<file path="config.mk">
export PLATFORM = sky130hd
export DESIGN_NAME = op_queue_flat
export DESIGN_NICKNAME = d
export VERILOG_FILES = /design/src/logic/rv_core_pkg.sv /design/src/logic/op_if.sv /design/src/logic/op_queue.sv /design/src/flat_wrapper.sv
export SDC_FILE = /design/constraint.sdc
export NUM_CORES = 1
export LEC_CHECK = 0
export ABC_CLOCK_PERIOD_IN_PS = 12400
export BUFFER_PORTS_ARGS = -buffer_cell sky130_fd_sc_hd__buf_4
export CORE_ASPECT_RATIO = 1.25
export CORE_MARGIN = 2
export CORE_UTILIZATION = 29
export DETAILED_ROUTE_END_ITERATION = 10
export PLACE_DENSITY = 0.48
export SLEW_MARGIN = 30
export SYNTH_ARGS = -nofsm -noshare
export SYNTH_HDL_FRONTEND = slang
export SYNTH_SLANG_ARGS = --single-unit
</file>
<file path="constraint.sdc">
create_clock -name clk -period 12.4 [get_ports clk]
set_input_delay 2.48 -clock clk [delete_from_list [all_inputs] [get_ports clk]]
set_output_delay 2.48 -clock clk [all_outputs]
set_load 0.05 [all_outputs]
</file>
<file path="src/logic/rv_core_pkg.sv">
package rv_core_pkg;

    localparam int XLEN_W  = 64;  // Register width
    localparam int DATA_W  = 32;  // Data bus width, word accesses only
    localparam int INSTR_W = 32;  // Instruction width

    typedef logic [XLEN_W-1:0] xlen_t;  // Register value or address
    typedef logic [DATA_W-1:0] data_t;  // One bus word

    // R, I and S forms share one field layout
    // I immediate is {funct7, rs2}, S immediate is {funct7, rd}
    // B form reads the same fields as S
    typedef struct packed {
        logic [6:0] funct7;
        logic [4:0] rs2;
        logic [4:0] rs1;
        logic [2:0] funct3;
        logic [4:0] rd;
        logic [6:0] opcode;
    } rform_t;

    // U and J forms, 20 bit immediate field on top
    typedef struct packed {
        logic [19:0] imm;
        logic [4:0]  rd;
        logic [6:0]  opcode;
    } uform_t;

    // One instruction word, two decodes
    typedef union packed {
        rform_t r;
        uform_t u;
    } instr_u;

    // Major opcodes kept by the core
    typedef enum logic [6:0] {
        OP_LUI    = 7'b0110111,
        OP_AUIPC  = 7'b0010111,
        OP_JAL    = 7'b1101111,
        OP_JALR   = 7'b1100111,
        OP_BRANCH = 7'b1100011,
        OP_LOAD   = 7'b0000011,
        OP_STORE  = 7'b0100011,
        OP_IMM    = 7'b0010011,
        OP_REG    = 7'b0110011
    } opcode_e;

    // funct3 codes
    localparam logic [2:0] F3_ADD  = 3'b000;  // add, sub, addi
    localparam logic [2:0] F3_SLL  = 3'b001;  // slli
    localparam logic [2:0] F3_SRL  = 3'b101;  // srli
    localparam logic [2:0] F3_SLT  = 3'b010;  // slt
    localparam logic [2:0] F3_BEQ  = 3'b000;  // beq
    localparam logic [2:0] F3_WORD = 3'b010;  // lw, sw

endpackage

</file>
<file path="src/logic/op_if.sv">
// One fetched operation, pc and raw word, under valid/ready
interface op_if;
    import rv_core_pkg::*;

    logic   valid;  // Producer has an op
    logic   ready;  // Consumer takes it this edge
    xlen_t  pc;     // Address of the op
    instr_u instr;  // Raw instruction word

    modport producer (
        output valid,
        output pc,
        output instr,
        input  ready
    );

    modport consumer (
        input  valid,
        input  pc,
        input  instr,
        output ready
    );

endinterface

</file>
<file path="src/logic/op_queue.sv">
module op_queue #(
    parameter int QUEUE_DEPTH = 2  // Power of two, 2 or more
) (
    input  logic   clk,
    input  logic   reset,    // Active low, async
    input  logic   flush_i,  // Drop everything, same edge as redirect
    op_if.consumer in_i,     // From fetch
    op_if.producer out_o     // To execute
);
    import rv_core_pkg::*;

    localparam int PTR_W = $clog2(QUEUE_DEPTH);

    xlen_t          pc_mem    [QUEUE_DEPTH];  // Stored pcs
    instr_u         instr_mem [QUEUE_DEPTH];  // Stored words
    logic [PTR_W-1:0] wr_ptr_q;
    logic [PTR_W-1:0] rd_ptr_q;
    logic [PTR_W:0]   count_q;  // One extra bit to tell full from empty
    logic           push;
    logic           pop;

    assign in_i.ready  = (count_q != QUEUE_DEPTH[PTR_W:0]);  // Not full
    assign out_o.valid = (count_q != '0);                     // Not empty
    assign out_o.pc    = pc_mem[rd_ptr_q];
    assign out_o.instr = instr_mem[rd_ptr_q];

    // Flush discards both sides of this edge
    assign push = in_i.valid && in_i.ready && !flush_i;
    assign pop  = out_o.valid && out_o.ready && !flush_i;

    always_ff @(posedge clk or negedge reset) begin
        if (!reset) begin
            wr_ptr_q <= '0;
            rd_ptr_q <= '0;
            count_q  <= '0;
        end else if (flush_i) begin
            wr_ptr_q <= '0;
            rd_ptr_q <= '0;
            count_q  <= '0;
        end else begin
            if (push) wr_ptr_q <= wr_ptr_q + 1'b1;  // Wraps at depth
            if (pop)  rd_ptr_q <= rd_ptr_q + 1'b1;
            count_q <= count_q + (push ? 1'b1 : 1'b0) - (pop ? 1'b1 : 1'b0);
        end
    end

    always_ff @(posedge clk) begin
        if (push) begin
            pc_mem[wr_ptr_q]    <= in_i.pc;
            instr_mem[wr_ptr_q] <= in_i.instr;
        end
    end

endmodule

</file>
<file path="src/flat_wrapper.sv">
// flat-port wrapper written by rule: the top's interface ports become plain ports
module op_queue_flat import rv_core_pkg::*;
#(
    parameter int QUEUE_DEPTH = 2                            
)
  (clk, reset, flush_i, in_i_valid, in_i_pc, in_i_instr, in_i_ready, out_o_valid, out_o_pc, out_o_instr, out_o_ready);
  op_if in_i_i ();
  op_if out_o_i ();
  input  logic clk;
  input  logic reset;
  input  logic flush_i;
  input wire logic [$bits(in_i_i.valid)-1:0] in_i_valid;
  input wire logic [$bits(in_i_i.pc)-1:0] in_i_pc;
  input wire logic [$bits(in_i_i.instr)-1:0] in_i_instr;
  output wire logic [$bits(in_i_i.ready)-1:0] in_i_ready;
  output wire logic [$bits(out_o_i.valid)-1:0] out_o_valid;
  output wire logic [$bits(out_o_i.pc)-1:0] out_o_pc;
  output wire logic [$bits(out_o_i.instr)-1:0] out_o_instr;
  input wire logic [$bits(out_o_i.ready)-1:0] out_o_ready;
  assign in_i_i.valid = in_i_valid;
  assign in_i_i.pc = in_i_pc;
  assign in_i_i.instr = in_i_instr;
  assign in_i_ready = in_i_i.ready;
  assign out_o_valid = out_o_i.valid;
  assign out_o_pc = out_o_i.pc;
  assign out_o_instr = out_o_i.instr;
  assign out_o_i.ready = out_o_ready;
  op_queue #(.QUEUE_DEPTH(QUEUE_DEPTH)) u_core (.clk(clk), .reset(reset), .flush_i(flush_i), .in_i(in_i_i), .out_o(out_o_i));
endmodule
</file>
==> Word level (Yosys, flattened, before mapping) <==
Memory sizes are Yosys's and may differ from the RTL's.
Cells that the tools add are included.
{ "word_totals": {"latch_bits": 0, "ramBits": 192, "mem_bits_ro": 0, "mem_count": 2, "register_bits": 4, "in_bits": 101} }
{ "classes": {"bitwise_logic": 0, "mux": 9, "div": 0, "n_lt_le_gt_ge": 0, "reduce_logical": 8, "multipliers": 0, "eq_ne": 1, "n_shift": 0, "addsub": 4} }
{ "memory_table": {"columns": ["memory", "depth", "word_bits", "read_ports", "rd_ports_with_merged_regs", "write_ports", "line", "text"], "rows": [
  ["u_core.pc_mem", 2, 64, 1, 0, 1, "op_queue.sv:14", "xlen_t pc_mem [QUEUE_DEPTH];"],
  ["u_core.instr_mem", 2, 32, 1, 0, 1, "op_queue.sv:15", "instr_u instr_mem [QUEUE_DEPTH];"]
]} }
{ "op_table": {"columns": ["cell", "n"], "rows": [
  ["2-to-1 mux 1 bit", 8],
  ["nonzero test 2 bit", 3],
  ["logical AND 1 bit", 4],
  ["adder 1 bit, second input constant", 2],
  ["adder 2 bit", 1],
  ["2-to-1 mux 2 bit", 1],
  ["inequality test 2 bit, second input constant", 1],
  ["subtractor 2 bit", 1],
  ["logical NOT 1 bit", 1]
]} }

==> Logic depth before layout (Yosys ltp) <==
{ "depth": {"word_depth": 7, "depth_mapped": 8, "depth_no_buf": 8} }

==> Worst setup path after synthesis <==
OpenSTA, ideal clock, no wires.
{ "synth_timing": {"path_type": "input-to-reg", "start": "in flush_i", "end": "mem u_core.instr_mem[0][0] (netlist name) (enable)", "required_time_ps": 11730, "setup_slack_ps": 2601, "arrival_ps": 9129, "path_stages": 1, "path_cell_list": "nor3_1"} }
{ "synth_between": {"elab_chain_cells": 4} }
{ "synth_lines": {"columns": ["element", "line", "text"], "rows": [
  ["start: declaration", "flat_wrapper.sv:11", "input logic flush_i;"],
  ["logical NOT 1 bit", "op_queue.sv:28", "assign push = in_i.valid && in_i.ready && !flush_i;"],
  ["logical AND 1 bit", "op_queue.sv:28", null],
  ["2-to-1 mux 1 bit", "op_queue.sv:48", "if (push) begin"],
  ["2-to-1 mux 1 bit (implied by the code)", "op_queue.sv:50", "instr_mem[wr_ptr_q] <= in_i.instr;"],
  ["end: declaration", "op_queue.sv:15", null]
]} }
Every way passes these cells.

==> Final worst setup path <==
{ "layout_timing": {"start": "reg u_core.rd_ptr_q", "end": "out out_o_instr[0]"} }
{ "layout_between": {"elab_chain_cells": 1} }
{ "layout_lines": {"columns": ["element", "line", "text"], "rows": [
  ["start: declaration", "op_queue.sv:17", "logic [PTR_W-1:0] rd_ptr_q;"],
  ["start signal: assignment", "op_queue.sv:42", "if (pop) rd_ptr_q <= rd_ptr_q + 1'b1;"],
  ["memory (2 x 32 bit)", null, null],
  ["end: declaration", "flat_wrapper.sv:18", "output wire logic [$bits(out_o_i.instr)-1:0] out_o_instr;"]
]} }
Every way passes these cells.

==> reports/metrics.yaml <==
outcome: "complete, no violations"
gp_congestion: 0.691
cts_resized: 0
clk_latency_ps: 430
initial_utilization_pct: 29.6
design.core.area_mm2: 0.0246
post_cts_buffers: 0
powerDensity_mw_per_mm2: 179
io_pins: 199
grt_pass1_wl_mm: 22.6
yosys.area_share.simple_pct: 0.945
slew_viol_final: 0
dieWidth_um: 146
antenna_found_initial: 1
root_buffer: "clkbuf_16"
clock_sinks: 196
crit_buf_inv: 2
max_stage_delay_ps: 940
area_growth_pct: 33.6
end_kind: "output pin"
hold_viol: 0
vias: 3650
worst-slew-pin-transition_ps: 860
clk_pin_slew_ps: 80
dp.final_hpwl_mm: 9.99
hp-class: "reg -> reg"
fill_cells: 2315
drtIter0Drc: 122
final_nets: 638
slowest_stage: "dfrtp_4"
netlist_instances: 325
mappedNetlistNets: 428
dr.pass1.iters: 4
min_period_ps: 5230
synth_top_family_by_area: "multiplexers"
tritoncts: "done"
wl_mm: 14.8
cts_buffers: 17
netlist_area_mm2: 0.00728
fmax_ghz: 0.191
drive_above_1_share_pct: 60.8
drv_cap: 0
synth-xor-area-share_pct: 0.241
cts_hold_buffers: 0
die_h_um: 181
cp.required_ps: 9920
avgRoutedWirePerCell_um: 16.9
syn_area_per_cell_um2: 22.4
fp-row-count: 64
path_class: "reg -> out"
grt_util_all_layers_pct: 11.4
die-area_mm2: 0.0264
p_leak_nw: 3.60
worst_hold_slack_ps: 624
irDropWorstVdd_uv: 92.5
fin_area_mm2: 0.00973
seq_area_frac_synth_pct: 80.5
setup_viol: 0
synth_cell_type_count: 19
grt_overflow: 0
skew_ps: 14.7
yosys.area_share.adder_pct: 0.344
route.detailed.drc: 0
cp_max_fo: 50
vias_per_cell: 4.15
clockBufferDepth: 2
crit_top_cell: "buf_4"
io_buffers: 198
rsz0062_at_grt: "no"
crit_path_cell_trace: "buf_4, mux2_2, buf_4"
synth_seq_cells: 196
cp.arrival_ps: 2750
grt_start_max_net_pins: 61
htreeDepth: 4
ys.warnings.count: 0
crit_path_start_kind: "flip-flop"
grt_pass1_vias: 4015
setup-tns-final_ps: 0
synth_compound_area_share_pct: 0.189
timing.final.crit_share_pct: 42.1
ant_nets: 0
fin_util_pct: 39.6
cpLargestDelayFamily: "flip-flops"
relSlewSlack_pct: 42.7
muxShareOfSynthArea_pct: 16.4
dpl_cell_area_mm2: 0.00914
[flip-flops by register name (all words and copies together) (netlist names)]
register / flops
u_core.count_q: 2
u_core.instr_mem: 64
u_core.pc_mem: 128
u_core.rd_ptr_q: 1
u_core.wr_ptr_q: 1
[worst min-delay path, delay by kind of cell (launching register included)]
kind          cells  cell delay [ps]
flops             1              420
simple gates      2              160
[cell usage in the layout, fill, tap and decap left out]
cell and n:
buf_4 202, edfxtp_1 192, mux2_2 66, mux2_4 30, clkbuf_16 17, nor2_1 4, clkinv_4 4, inv_1 3
inv_6 3, clkbuf_8 3, dfrtp_1 3, xor2_1 2, ha_1 2, clkinvlp_4 2, diode_2 1, o21ai_0 1
nor2b_1 1, nand2b_1 1, nand2_1 1, nor3_2 1, or2_2 1, and3b_1 1, and2_1 1, nor3_1 1
and2_4 1, a22o_1 1, inv_8 1, bufinv_16 1, clkbuf_1 1, dfrtp_4 1
[Yosys cell counts]
| library cell | count | area [um^2] |
|---|---|---|
| nor3_1 | 2 | 10.0 |
| inv_1 | 3 | 11.3 |
| nand2b_1 | 1 | 6.26 |
| and3b_1 | 1 | 8.76 |
| nor2b_1 | 1 | 6.26 |
| nand2_1 | 1 | 3.75 |
| mux2_2 | 66 | 743 |
| xor2_1 | 2 | 17.5 |
| or2_2 | 1 | 6.26 |
| and2_1 | 2 | 12.5 |
| dfrtp_1 | 4 | 100 |
| buf_6 | 5 | 56.3 |
| o21ai_0 | 1 | 5.00 |
| edfxtp_1 | 192 | 5770 |
| buf_2 | 6 | 30.0 |
| ha_1 | 2 | 25.0 |
| nor2_1 | 4 | 15.0 |
| mux2_4 | 30 | 450 |
| a22o_1 | 1 | 8.76 |
[per-stage QoR]
stage / setup slack, ps / instances / total power, mW
finish: 7170 / 879 / 1.75
global route: 6970 / 878 / 1.81
CTS: 7070 / 878 / 1.77
detailed placement: 7560 / 846 / 1.23
global placement: 7610 / 846 / 1.22
floorplan: 2600 / 325 / 1.11
[kinds of logic after synthesis]
logic type / Yosys count
flip-flops: 196
multiplexers: 96
buffers and inverters: 14
AND/OR/NAND/NOR: 13
AO/OA/AOI/OAI: 2
XOR/XNOR: 2
adder cells (fa/ha/maj): 2
[path summary, 6_finish.rpt]
check | end | slack [ps] | from | cells past startpoint
max in group asynchronous | u_core.rd_ptr_q$_DFFE_PN0P_ | 10460 | reset | 1
min | u_core.count_q[1]$_DFF_PN0_ | 620 | u_core.count_q[1]$_DFF_PN0_ | 2
min reg2reg | u_core.count_q[1]$_DFF_PN0_ | 620 | u_core.count_q[1]$_DFF_PN0_ | 2
max reg2reg | u_core.instr_mem[1][3]$_DFFE_PP_ | 9910 | u_core.count_q[1]$_DFF_PN0_ | 4
min in group asynchronous | u_core.wr_ptr_q$_DFFE_PN0P_ | 1830 | reset | 1
max | out_o_instr[0] | 7170 | u_core.rd_ptr_q$_DFFE_PN0P_ | 3
[metal layers]
layer / global-route usage (%) / vias up / routed length [um]
met3: 3.96 / 10 / 882
li1: - / 1704 / -
met5: 0 / - / 0
met1: 12.8 / 1822 / 5900
met4: 4.00 / 0 / 182
met2: 20.2 / 114 / 7850
[report_power, final]
part           total [mW]  switching [mW]  internal (mW)
Combinational       0.413           0.261          0.152
Clock               0.540           0.242          0.298
Sequential          0.792          0.0231          0.769
Total                1.75           0.526           1.22
[layout make-up]
class                           instances  area, um^2  share of cell area [%]
Sequential cell                       196        5870                    60.3
Timing Repair Buffer                  202        1520                    15.6
Multi-Input combinational cell        115        1330                    13.6
Clock buffer                           21         470                    4.84
Tap cell                              330         413                    4.24
Clock inverter                         11         118                    1.21
Inverter                                3        11.3                   0.116
Antenna cell                            1        2.50                  0.0257
No activity file was read; power rests on OpenSTA's default activity.
