`config.mk`:
```
export PLATFORM = sky130hd
export DESIGN_NAME = fetch_unit_flat
export DESIGN_NICKNAME = d
export VERILOG_FILES = /design/src/logic/rv_core_pkg.sv /design/src/logic/op_if.sv /design/src/logic/fetch_unit.sv /design/src/flat_wrapper.sv
export SDC_FILE = /design/constraint.sdc
export NUM_CORES = 1
export LEC_CHECK = 0
export BUFFER_PORTS_ARGS = -buffer_cell sky130_fd_sc_hd__buf_2
export CORE_MARGIN = 5
export CORE_UTILIZATION = 35
export DETAILED_ROUTE_END_ITERATION = 7
export PLACE_DENSITY = 0.73
export SYNTH_ARGS = -nofsm -noshare
export SYNTH_HDL_FRONTEND = slang
export SYNTH_SLANG_ARGS = --single-unit
```
`constraint.sdc`:
```
create_clock -name clk -period 6.3 [get_ports clk]
set_clock_uncertainty 0.15 [all_clocks]
set_input_delay 0.315 -clock clk [delete_from_list [all_inputs] [get_ports clk]]
set_output_delay 0.315 -clock clk [all_outputs]
set_load 0.01 [all_outputs]
```
`src/logic/rv_core_pkg.sv`:
```
package rv_core_pkg;

    localparam int XLEN_W  = 64;  // Register width
    localparam int DATA_W  = 32;  // Data bus width, word accesses only
    localparam int INSTR_W = 32;  // Instruction width

    typedef logic [XLEN_W-1:0] xlen_t;  // Register value or address
    typedef logic [DATA_W-1:0] data_t;  // One bus word

    // R, I and S forms share one field layout
    // I immediate is {funct7, rs2}, S immediate is {funct7, rd}
    // B form reads the same fields as S
    typedef struct packed {
        logic [6:0] funct7;
        logic [4:0] rs2;
        logic [4:0] rs1;
        logic [2:0] funct3;
        logic [4:0] rd;
        logic [6:0] opcode;
    } rform_t;

    // U and J forms, 20 bit immediate field on top
    typedef struct packed {
        logic [19:0] imm;
        logic [4:0]  rd;
        logic [6:0]  opcode;
    } uform_t;

    // One instruction word, two decodes
    typedef union packed {
        rform_t r;
        uform_t u;
    } instr_u;

    // Major opcodes kept by the core
    typedef enum logic [6:0] {
        OP_LUI    = 7'b0110111,
        OP_AUIPC  = 7'b0010111,
        OP_JAL    = 7'b1101111,
        OP_JALR   = 7'b1100111,
        OP_BRANCH = 7'b1100011,
        OP_LOAD   = 7'b0000011,
        OP_STORE  = 7'b0100011,
        OP_IMM    = 7'b0010011,
        OP_REG    = 7'b0110011
    } opcode_e;

    // funct3 codes
    localparam logic [2:0] F3_ADD  = 3'b000;  // add, sub, addi
    localparam logic [2:0] F3_SLL  = 3'b001;  // slli
    localparam logic [2:0] F3_SRL  = 3'b101;  // srli
    localparam logic [2:0] F3_SLT  = 3'b010;  // slt
    localparam logic [2:0] F3_BEQ  = 3'b000;  // beq
    localparam logic [2:0] F3_WORD = 3'b010;  // lw, sw

endpackage

```
`src/logic/op_if.sv`:
```
// One fetched operation, pc and raw word, under valid/ready
interface op_if;
    import rv_core_pkg::*;

    logic   valid;  // Producer has an op
    logic   ready;  // Consumer takes it this edge
    xlen_t  pc;     // Address of the op
    instr_u instr;  // Raw instruction word

    modport producer (
        output valid,
        output pc,
        output instr,
        input  ready
    );

    modport consumer (
        input  valid,
        input  pc,
        input  instr,
        output ready
    );

endinterface

```
`src/logic/fetch_unit.sv`:
```
module fetch_unit #(
    parameter rv_core_pkg::xlen_t RESET_PC = 64'h0000_0000_8000_0000
) (
    input  logic                clk,
    input  logic                reset,       // Active low, async
    input  rv_core_pkg::instr_u instr_i,     // Word at pc_o, same cycle
    output rv_core_pkg::xlen_t  pc_o,        // Fetch address
    input  logic                redirect_i,  // Taken jump or branch
    input  rv_core_pkg::xlen_t  target_i,    // New fetch address
    op_if.producer              fetch_o
);
    import rv_core_pkg::*;

    xlen_t pc_q;      // Program counter
    logic  active_q;  // Low only in the first cycle after reset
    logic  xfer;      // Op taken by the queue

    assign xfer = fetch_o.valid && fetch_o.ready;

    // Instruction memory is combinational, so the word follows pc directly
    assign pc_o           = pc_q;
    assign fetch_o.valid  = active_q;
    assign fetch_o.pc     = pc_q;
    assign fetch_o.instr  = instr_i;

    always_ff @(posedge clk or negedge reset) begin
        if (!reset) begin
            active_q <= 1'b0;
        end else begin
            active_q <= 1'b1;  // Start offering one cycle after reset
        end
    end

    always_ff @(posedge clk or negedge reset) begin
        if (!reset) begin
            pc_q <= RESET_PC;
        end else if (redirect_i) begin
            // Redirect wins, the queue drops this cycle's push anyway
            pc_q <= target_i;
        end else if (xfer) begin
            pc_q <= pc_q + 64'd4;  // Next sequential word
        end
        // Otherwise hold pc while the queue is full
    end

endmodule

```
`src/flat_wrapper.sv`:
```
// flat-port wrapper written by rule: the top's interface ports become plain ports
module fetch_unit_flat import rv_core_pkg::*;
#(
    parameter rv_core_pkg::xlen_t RESET_PC = 64'h0000_0000_8000_0000
)
  (clk, reset, instr_i, pc_o, redirect_i, target_i, fetch_o_valid, fetch_o_pc, fetch_o_instr, fetch_o_ready);
  op_if fetch_o_i ();
  input  logic clk;
  input  logic reset;
  input  rv_core_pkg::instr_u instr_i;
  output rv_core_pkg::xlen_t pc_o;
  input  logic redirect_i;
  input  rv_core_pkg::xlen_t target_i;
  output wire logic [$bits(fetch_o_i.valid)-1:0] fetch_o_valid;
  output wire logic [$bits(fetch_o_i.pc)-1:0] fetch_o_pc;
  output wire logic [$bits(fetch_o_i.instr)-1:0] fetch_o_instr;
  input wire logic [$bits(fetch_o_i.ready)-1:0] fetch_o_ready;
  assign fetch_o_valid = fetch_o_i.valid;
  assign fetch_o_pc = fetch_o_i.pc;
  assign fetch_o_instr = fetch_o_i.instr;
  assign fetch_o_i.ready = fetch_o_ready;
  fetch_unit #(.RESET_PC(RESET_PC)) u_core (.clk(clk), .reset(reset), .instr_i(instr_i), .pc_o(pc_o), .redirect_i(redirect_i), .target_i(target_i), .fetch_o(fetch_o_i));
endmodule
```
Yosys cells after proc, flatten, opt, wreduce, memory -nomap -nowiden --
Cells that the tools add are included.
Storage, ports and cells: register bits after elaboration 65, bits in latches 0, bits in writable memories 0, ROM bits 0, bits of input ports 100, output and inout bits 161, word-level logic and storage cells 7, memories 0
Operators by class: add/subtract/negate cells 1, multiply operators 0, divide/modulo/power cells 0, $lt $le $gt $ge 0, eq/ne operators 0, shift-type cells 0, mux-type cells 2, bitwise gates (word level) 0, reduce and logical (&&, ||, !) cells 2
Operators with widths (number):
- $mux 64 | 2
- $add 64x3->64 const B | 1
- $reduce_bool 2->1 | 1
- $logic_and 1x1->1 | 1

Logic depth before layout (Yosys ltp) --
Gate-level depths: netlist (run 1).
depth in word-level cells 3, depth in mapped cells 8, gate-level depth less buffers 6

Worst setup path before layout (run 1) --
No wires, ideal clock.
path type reg2reg, from reg u_core.pc_q[3] (netlist: u_core.fetch_o.pc[3]), to reg u_core.pc_q[60] (netlist: u_core.fetch_o.pc[60]), library setup time 0.082 ns, arrival time 2.481 ns, required time 6.068 ns, slack 3.587 ns, cell stages (with the launch flop) 9, path buffers 2, clock period less this slack 2.713 ns, cells stage by stage dfrtp_1 -> ha_1 -> and4_1 -> clkbuf_1 -> nand3_1 -> or4_1 -> clkbuf_1 -> or4_1 -> a31oi_1
On the way: cells in the longest elaborated chain, start to end 3
Ends and longest elaborated chain:
- start, declared | line fetch_unit.sv:14 | xlen_t pc_q;
- start signal, assigned | line fetch_unit.sv:39 | pc_q <= target_i;
- start signal, assigned | line fetch_unit.sv:41 | pc_q <= pc_q + 64'd4;
- $add 64x3->64 | line fetch_unit.sv:41
- $mux 64 | line fetch_unit.sv:40 | end else if (xfer) begin
- $mux 64 | line fetch_unit.sv:37 | end else if (redirect_i) begin
No other way between the ends. The select of a mux whose other input is x is not followed. A chain may end at the register's enable or synchronous reset.

Worst setup path in the final report (run 1) --
Ends and elaborated chain as after synthesis.

==> flow_summary_export.csv, run 1 <==
group,metric,value,unit
setup_path,startpoint_type,"flop",
synthesis,ys_ff_latch,65,
synthesis,synth-edff-count,0,
setup_path,crit_path_start,"u_core.fetch_o.pc[3]",
clocking,path_clk_slew,0.06,ns
timing,fin_crit_sh,0.526,
synthesis,synthTopCellsByArea,"dfrtp_1 (35%), buf_4 (16%), nand2_1 (5.5%)",
timing,relSlewSlack,0.417,
setup_path,cp.required,6.40,ns
timing,post-route-min-period,3.32,ns
flow_run,maxCapViolCount,0,
synthesis,yosysUniqueCellTypes,44,
floorplanning,die_y,124,um
synthesis,yosysSeqAreaShare,0.355,
timing,rsz0062_at_grt,"false",
floorplanning,die_w,124,um
clocking,cts_max_level,3,
synthesis,syn_nets,647,
power_and_ir_drop,power_density,244,mW/mm^2
clocking,clkLatencyLatePin,0.34,ns
routing,vias_per_cell,5.14,
power_and_ir_drop,ir_drop,113,uV
power_and_ir_drop,leakage,2.33,nW
global_routing,grt-ovfl-total,0,
clocking,cts_tree,"yes",
timing,hold-worst-slack,0.0324,ns
clocking,cts-buffers-inserted,9,
global_routing,grtUsageTotal,0.172,
synthesis,synth_top_area_cell,"dfrtp_1",
routing,drt_first_iter_violations,211,
layout,final_area,0.00527,sq mm
routing,ant_nets,0,
layout,area_growth,14.9,%
global_routing,grt_first_pass_wirelength,21.4,mm
floorplanning,rows,41,
clocking,cts_setup_buffers,0,
timing,tns,0,ns
routing,firstDrtPassIters,4,
worst_hold_path,min_path_type,"in -> reg",
setup_path,crit_fanout,15,
placement,gp_congestion,0.780,
routing,dr_total_vias,4152,
placement,buffer_ports.inserted,196,
timing,hold_viol_final,0,
synthesis,ys_warn_count,0,
routing,wl_per_cell,16.9,um
timing,worstMarginPinSlew,0.874,ns
synthesis,synth-main-ff-cell,"dfrtp_1",
setup_path,cp.arrival,3.42,ns
placement,dpl.hpwl,10.1,mm
global_routing,grt_max_degree,75,
layout,layout-drive-gt1-share,0.352,
synthesis,avgSynthCellArea,8.39,sq um
clocking,cts_sinks,65,
placement,place_inst,788,
floorplanning,core_area,0.0127,sq mm
status,status,"finished, final reports clean",
clocking,cts_hold_buf,1,
clocking,clockRootBuffer,"clkbuf_16",
layout,nNetsFinal,729,
placement,dpl-instance-area,0.00494,sq mm
global_routing,grt_pass1_vias,3928,
timing,setup_violations,0,
global_routing,antenna_found_initial,2,
synthesis,netlist.area_leader.share,0.350,
worst_hold_path,min_from,"target_i[8]",
timing,timing.final.max_slew_violations,0,
routing,drc_errors,0,
timing,fmax,302,MHz
floorplanning,ioPinCount,261,
floorplanning,start_util,0.360,
synthesis,ys_async_sr_fraction,1.00,
synthesis,synth_top_cells_by_count,"buf_4 (96), nand2_1 (67), dfrtp_1 (64)",
setup_path,regToRegSetupSlack,2.98,ns
layout,final_cells,807,
synthesis,yosysMostFrequentCell,"buf_4",
clocking,clockBufferDepth,2,
setup_path,r2r_start,"u_core.fetch_o.pc[3]",
floorplanning,die_area,0.0155,sq mm
clocking,cts_repair_resize_count,0,
setup_path,critPathKind,"reg -> reg",
synthesis,syn_area,0.00458,sq mm
synthesis,syn_inst,546,
setup_path,crit_path_end_kind,"flop",
routing,routed_wl,13.6,mm
## layout make-up
class / count / area [sq um]
Clock inverter: 5 / 53.8
Multi-Input combinational cell: 348 / 2090
Sequential cell: 65 / 1630
Tap cell: 172 / 215
Inverter: 6 / 22.5
Antenna cell: 2 / 5.00
Fill cell: 1332 / 7460
Timing Repair Buffer: 198 / 1000
Clock buffer: 11 / 253
## layer usage
layer / wire length (um) / vias to the layer above / track usage
met4: 452 / 2 / 0.0870
met2: 6170 / 178 / 0.268
met3: 994 / 45 / 0.0506
li1: - / 2013 / -
met5: 15 / - / 0
met1: 5960 / 1914 / 0.218
## cells in the final DEF (no fill, tap or decap), types with 3 or more instances in the layout
| master | Yosys | routed |
|---|---|---|
| and4_1 | 9 | 9 |
| or3_1 | 6 | 6 |
| inv_1 | 5 | 5 |
| mux2_2 | 3 | 3 |
| xnor2_1 | 26 | 26 |
| or4_1 | 13 | 13 |
| xor2_1 | 15 | 15 |
| nand3_1 | 24 | 24 |
| and3_1 | 12 | 12 |
| dfrtp_1 | 64 | 64 |
| nor4_1 | 18 | 18 |
| nor3_1 | 12 | 12 |
| o31ai_1 | 6 | 6 |
| buf_4 | 96 | 3 |
| buf_2 | 1 | 194 |
| a221o_1 | 4 | 4 |
| nand2_1 | 67 | 67 |
| a22oi_1 | 3 | 3 |
| o21ai_0 | 45 | 45 |
| a31oi_1 | 10 | 10 |
| clkinv_2 | 0 | 3 |
| nand4_1 | 26 | 26 |
| nor2_1 | 22 | 22 |
| clkbuf_16 | 0 | 9 |
| nor2b_1 | 6 | 6 |
| mux2i_1 | 4 | 4 |
## worst max-delay path, cell delays in order, from the launching register on
cell     delay [ns]
dfrtp_1        0.48
ha_1           0.21
and4_1         0.35
nand3_1        0.51
or4_1          0.85
or4_1          0.51
a31oi_1        0.16
## kinds of logic (layout without fill, tap and decap cells)
| family | count (synthesis) | in the layout | synth area share |
|---|---|---|---|
| simple gates | 226 | 226 | 0.265 |
| buf+inv | 133 | 220 | 0.190 |
| compound gates | 72 | 72 | 0.0926 |
| flops | 65 | 65 | 0.355 |
| xor+xnor | 41 | 41 | 0.0784 |
| mux | 7 | 7 | 0.0161 |
| fa+ha+maj | 1 | 1 | 0.00273 |
| other cells | 1 | 3 | 0.000818 |
## stage by stage
step / util / total power, mW / setup WS (ns)
finish: 0.414 / 1.29 / 2.98
floorplan: - / 0.713 / 3.59
CTS: 0.414 / 1.31 / 2.95
global route: 0.414 / 1.36 / 2.78
global placement: 0.389 / 0.778 / 3.03
detailed placement: 0.389 / 0.780 / 2.97
## registers in the layout (all words and copies together), names as in the netlist
register	count
u_core.fetch_o.pc	64
u_core.fetch_o.valid	1
## path summary, 6_finish.rpt
path / endpoint / depth (start not counted)
max in group asynchronous: u_core.fetch_o.pc[46] / 2
min reg2reg: u_core.fetch_o.pc[0] / 1
max: u_core.fetch_o.pc[60] / 6
max reg2reg: u_core.fetch_o.pc[60] / 6
min: u_core.fetch_o.pc[8] / 3
min in group asynchronous: u_core.fetch_o.pc[52] / 2
## power by group
part | switching [mW] | internal [mW]
Sequential | 0.0674 | 0.457
Combinational | 0.136 | 0.110
Clock | 0.190 | 0.326
(Power assumes the default switching activity.)
==> inputs of run 2 (changes only) <==
--- a/config.mk
+++ b/config.mk
@@ -9,7 +9,7 @@
 export CORE_MARGIN = 5
 export CORE_UTILIZATION = 35
 export DETAILED_ROUTE_END_ITERATION = 7
-export PLACE_DENSITY = 0.73
+export PLACE_DENSITY = 0.76
 export SYNTH_ARGS = -nofsm -noshare
 export SYNTH_HDL_FRONTEND = slang
 export SYNTH_SLANG_ARGS = --single-unit
==> constraint.sdc (replaced) <==
create_clock -name clk -period 3 [get_ports clk]
set_clock_uncertainty 0.15 [all_clocks]
set_input_delay 0.15 -clock clk [delete_from_list [all_inputs] [get_ports clk]]
set_output_delay 0.15 -clock clk [all_outputs]
set_load 0.01 [all_outputs]
==> run 2 against run 1 <==
Compared with the run above: count of clock-buffer cells in the layout up 3; routed wire length up 9.2%; highest routed layer is now met4; clock power up 100%; non-clock buffer count up 74; combinational power up 140%.
==> flow_summary_export.csv, run 2 (synthesized netlist as in run 1, its figures left out) <==
group,metric,value,unit
floorplanning,core_area,0.0127,sq mm
power_and_ir_drop,ir_drop,316,uV
layout,final_cell_mix,"buf_2 (195), nand2_1 (67), dlygate4sd3_1 (65)",
layout,layout.area.seq,0.00163,sq mm
timing,fmax,368,MHz
timing,relSlewSlack,0.533,
clocking,cts_tree,"yes",
placement,dpl.hpwl,10.5,mm
timing,rsz0062_at_grt,"false",
timing,fin_crit_sh,0.905,
routing,firstDrtPassIters,5,
setup_path,startpoint_type,"flop",
placement,gp_congestion,0.841,
layout,largest_reg_flops,64,
routing,vias_per_cell,5.07,
power_and_ir_drop,leakage,2.64,nW
clocking,path_clk_slew,0.06,ns
floorplanning,start_util,0.360,
routing,drc_errors,0,
timing,setup_violations,0,
timing,tns,0,ns
floorplanning,die_area,0.0155,sq mm
layout,multi_input_area,0.00209,sq mm
floorplanning,die_w,124,um
global_routing,grtUsageTotal,0.190,
global_routing,grt_max_degree,83,
global_routing,grt-ovfl-total,0,
placement,buffer_ports.inserted,196,
clocking,clkLatencyLatePin,0.33,ns
setup_path,cp.required,3.10,ns
power_and_ir_drop,power_density,458,mW/mm^2
clocking,clockBufferDepth,2,
global_routing,antenna_found_initial,0,
setup_path,crit_fanout,9,
clocking,cts_repair_resize_count,0,
timing,setup_slack,0.284,ns
timing,timing.final.max_slew_violations,0,
worst_hold_path,min_path_type,"in -> async",
setup_path,critPathKind,"reg -> reg",
layout,nNetsFinal,803,
routing,drt_first_iter_violations,250,
clocking,cts_sinks,65,
status,status,"finished, final reports clean",
clocking,clockRootBuffer,"clkbuf_16",
routing,ant_nets,0,
global_routing,grt_first_pass_wirelength,23.9,mm
layout,antennaDiodeCount,0,
routing,dr_total_vias,4453,
clocking,cts_max_level,3,
layout,layout_commonest_cell,"buf_2",
flow_run,maxCapViolCount,0,
global_routing,grt_pass1_vias,4435,
floorplanning,ioPinCount,261,
routing,routed_wl,14.8,mm
setup_path,crit_path_end_kind,"flop",
layout,fillers,1244,
clocking,cts-buffers-inserted,9,
floorplanning,die_y,124,um
timing,post-route-min-period,2.72,ns
routing,wl_per_cell,16.9,um
setup_path,cp.arrival,2.82,ns
layout,area_growth,30.1,%
placement,pre_cts_ws,0.327,ns
timing,hold_viol_final,0,
floorplanning,rows,41,
layout,layout-drive-gt1-share,0.328,
timing,worstMarginPinSlew,0.701,ns
-- run 2: cell types whose count changed in the layout (fill, tap and decap cells not counted), sizes merged --
| cell | change |
|---|---|
| buf | +10 |
| bufinv | -1 |
| clkbuf | +3 |
| clkinv | -2 |
| diode | -2 |
| dlygate4sd3 | +64 |
-- run 2: routing by layer --
| metal | vias up | share of wire | track usage |
|---|---|---|---|
| met5 | - | 0 | 0 |
| met4 | 0 | 0.029 | 0.0787 |
| met3 | 40 | 0.073 | 0.0553 |
| met2 | 203 | 0.48 | 0.312 |
| met1 | 2054 | 0.42 | 0.233 |
| li1 | 2156 | - | - |
-- run 2: metrics by stage --
step	util	total power, mW	std cells	hold WS, ns	instance area, sq um
6_report	0.469	2.73	879	0.0985	5960
5_1_grt	0.469	2.86	879	0.143	5960
4_1_cts	0.469	2.76	879	0.0895	5960
3_5_place_dp	0.394	1.65	798	-0.0922	5020
3_3_place_gp	0.394	1.64	798	-0.0921	5020
2_1_floorplan	-	1.50	546	-0.296	4580
-- run 2: power by group --
group / total (mW) / leakage, nW / switching, mW / internal (mW)
combinational: 0.596 / 1.72 / 0.305 / 0.292
sequential: 1.10 / 0.768 / 0.144 / 0.960
clock: 1.03 / 0.149 / 0.383 / 0.647
-- run 2: critical path, stage by stage, from the launching register on --
cell and delay [ns]:
dfrtp_1 0.40, ha_1 0.18, and4_1 0.35, nand3_1 0.14, or4_1 0.72, or4_1 0.52, a31oi_1 0.17
-- run 2: what timing repair did --
| item | in CTS | in global routing |
|---|---|---|
| setup endpoints to repair | 0 | 0 |
| hold buffers | 65 | 0 |
| setup buffers | 0 | 0 |
| hold endpoints to repair | 76 | 0 |
-- run 2: cell type report --
cell class	instances	share of cell area
Tap cell	172	0.0361
Inverter	6	0.00378
Multi-Input combinational cell	348	0.350
Clock inverter	2	0.00168
Timing Repair Buffer	272	0.288
Clock buffer	14	0.0476
Sequential cell	65	0.273
-- run 2: final timing paths --
kind	start	to	slack, ns	cells past startpoint
max reg2reg	u_core.fetch_o.pc[2]	u_core.fetch_o.pc[60]	0.28	6
min	reset	u_core.fetch_o.pc[56]	0.1	2
max	u_core.fetch_o.pc[2]	u_core.fetch_o.pc[60]	0.28	6
max in group asynchronous	reset	u_core.fetch_o.pc[15]	1.60	3
min reg2reg	u_core.fetch_o.pc[1]	u_core.fetch_o.pc[1]	0.37	1
min in group clk	fetch_o_ready	u_core.fetch_o.pc[4]	0.11	4
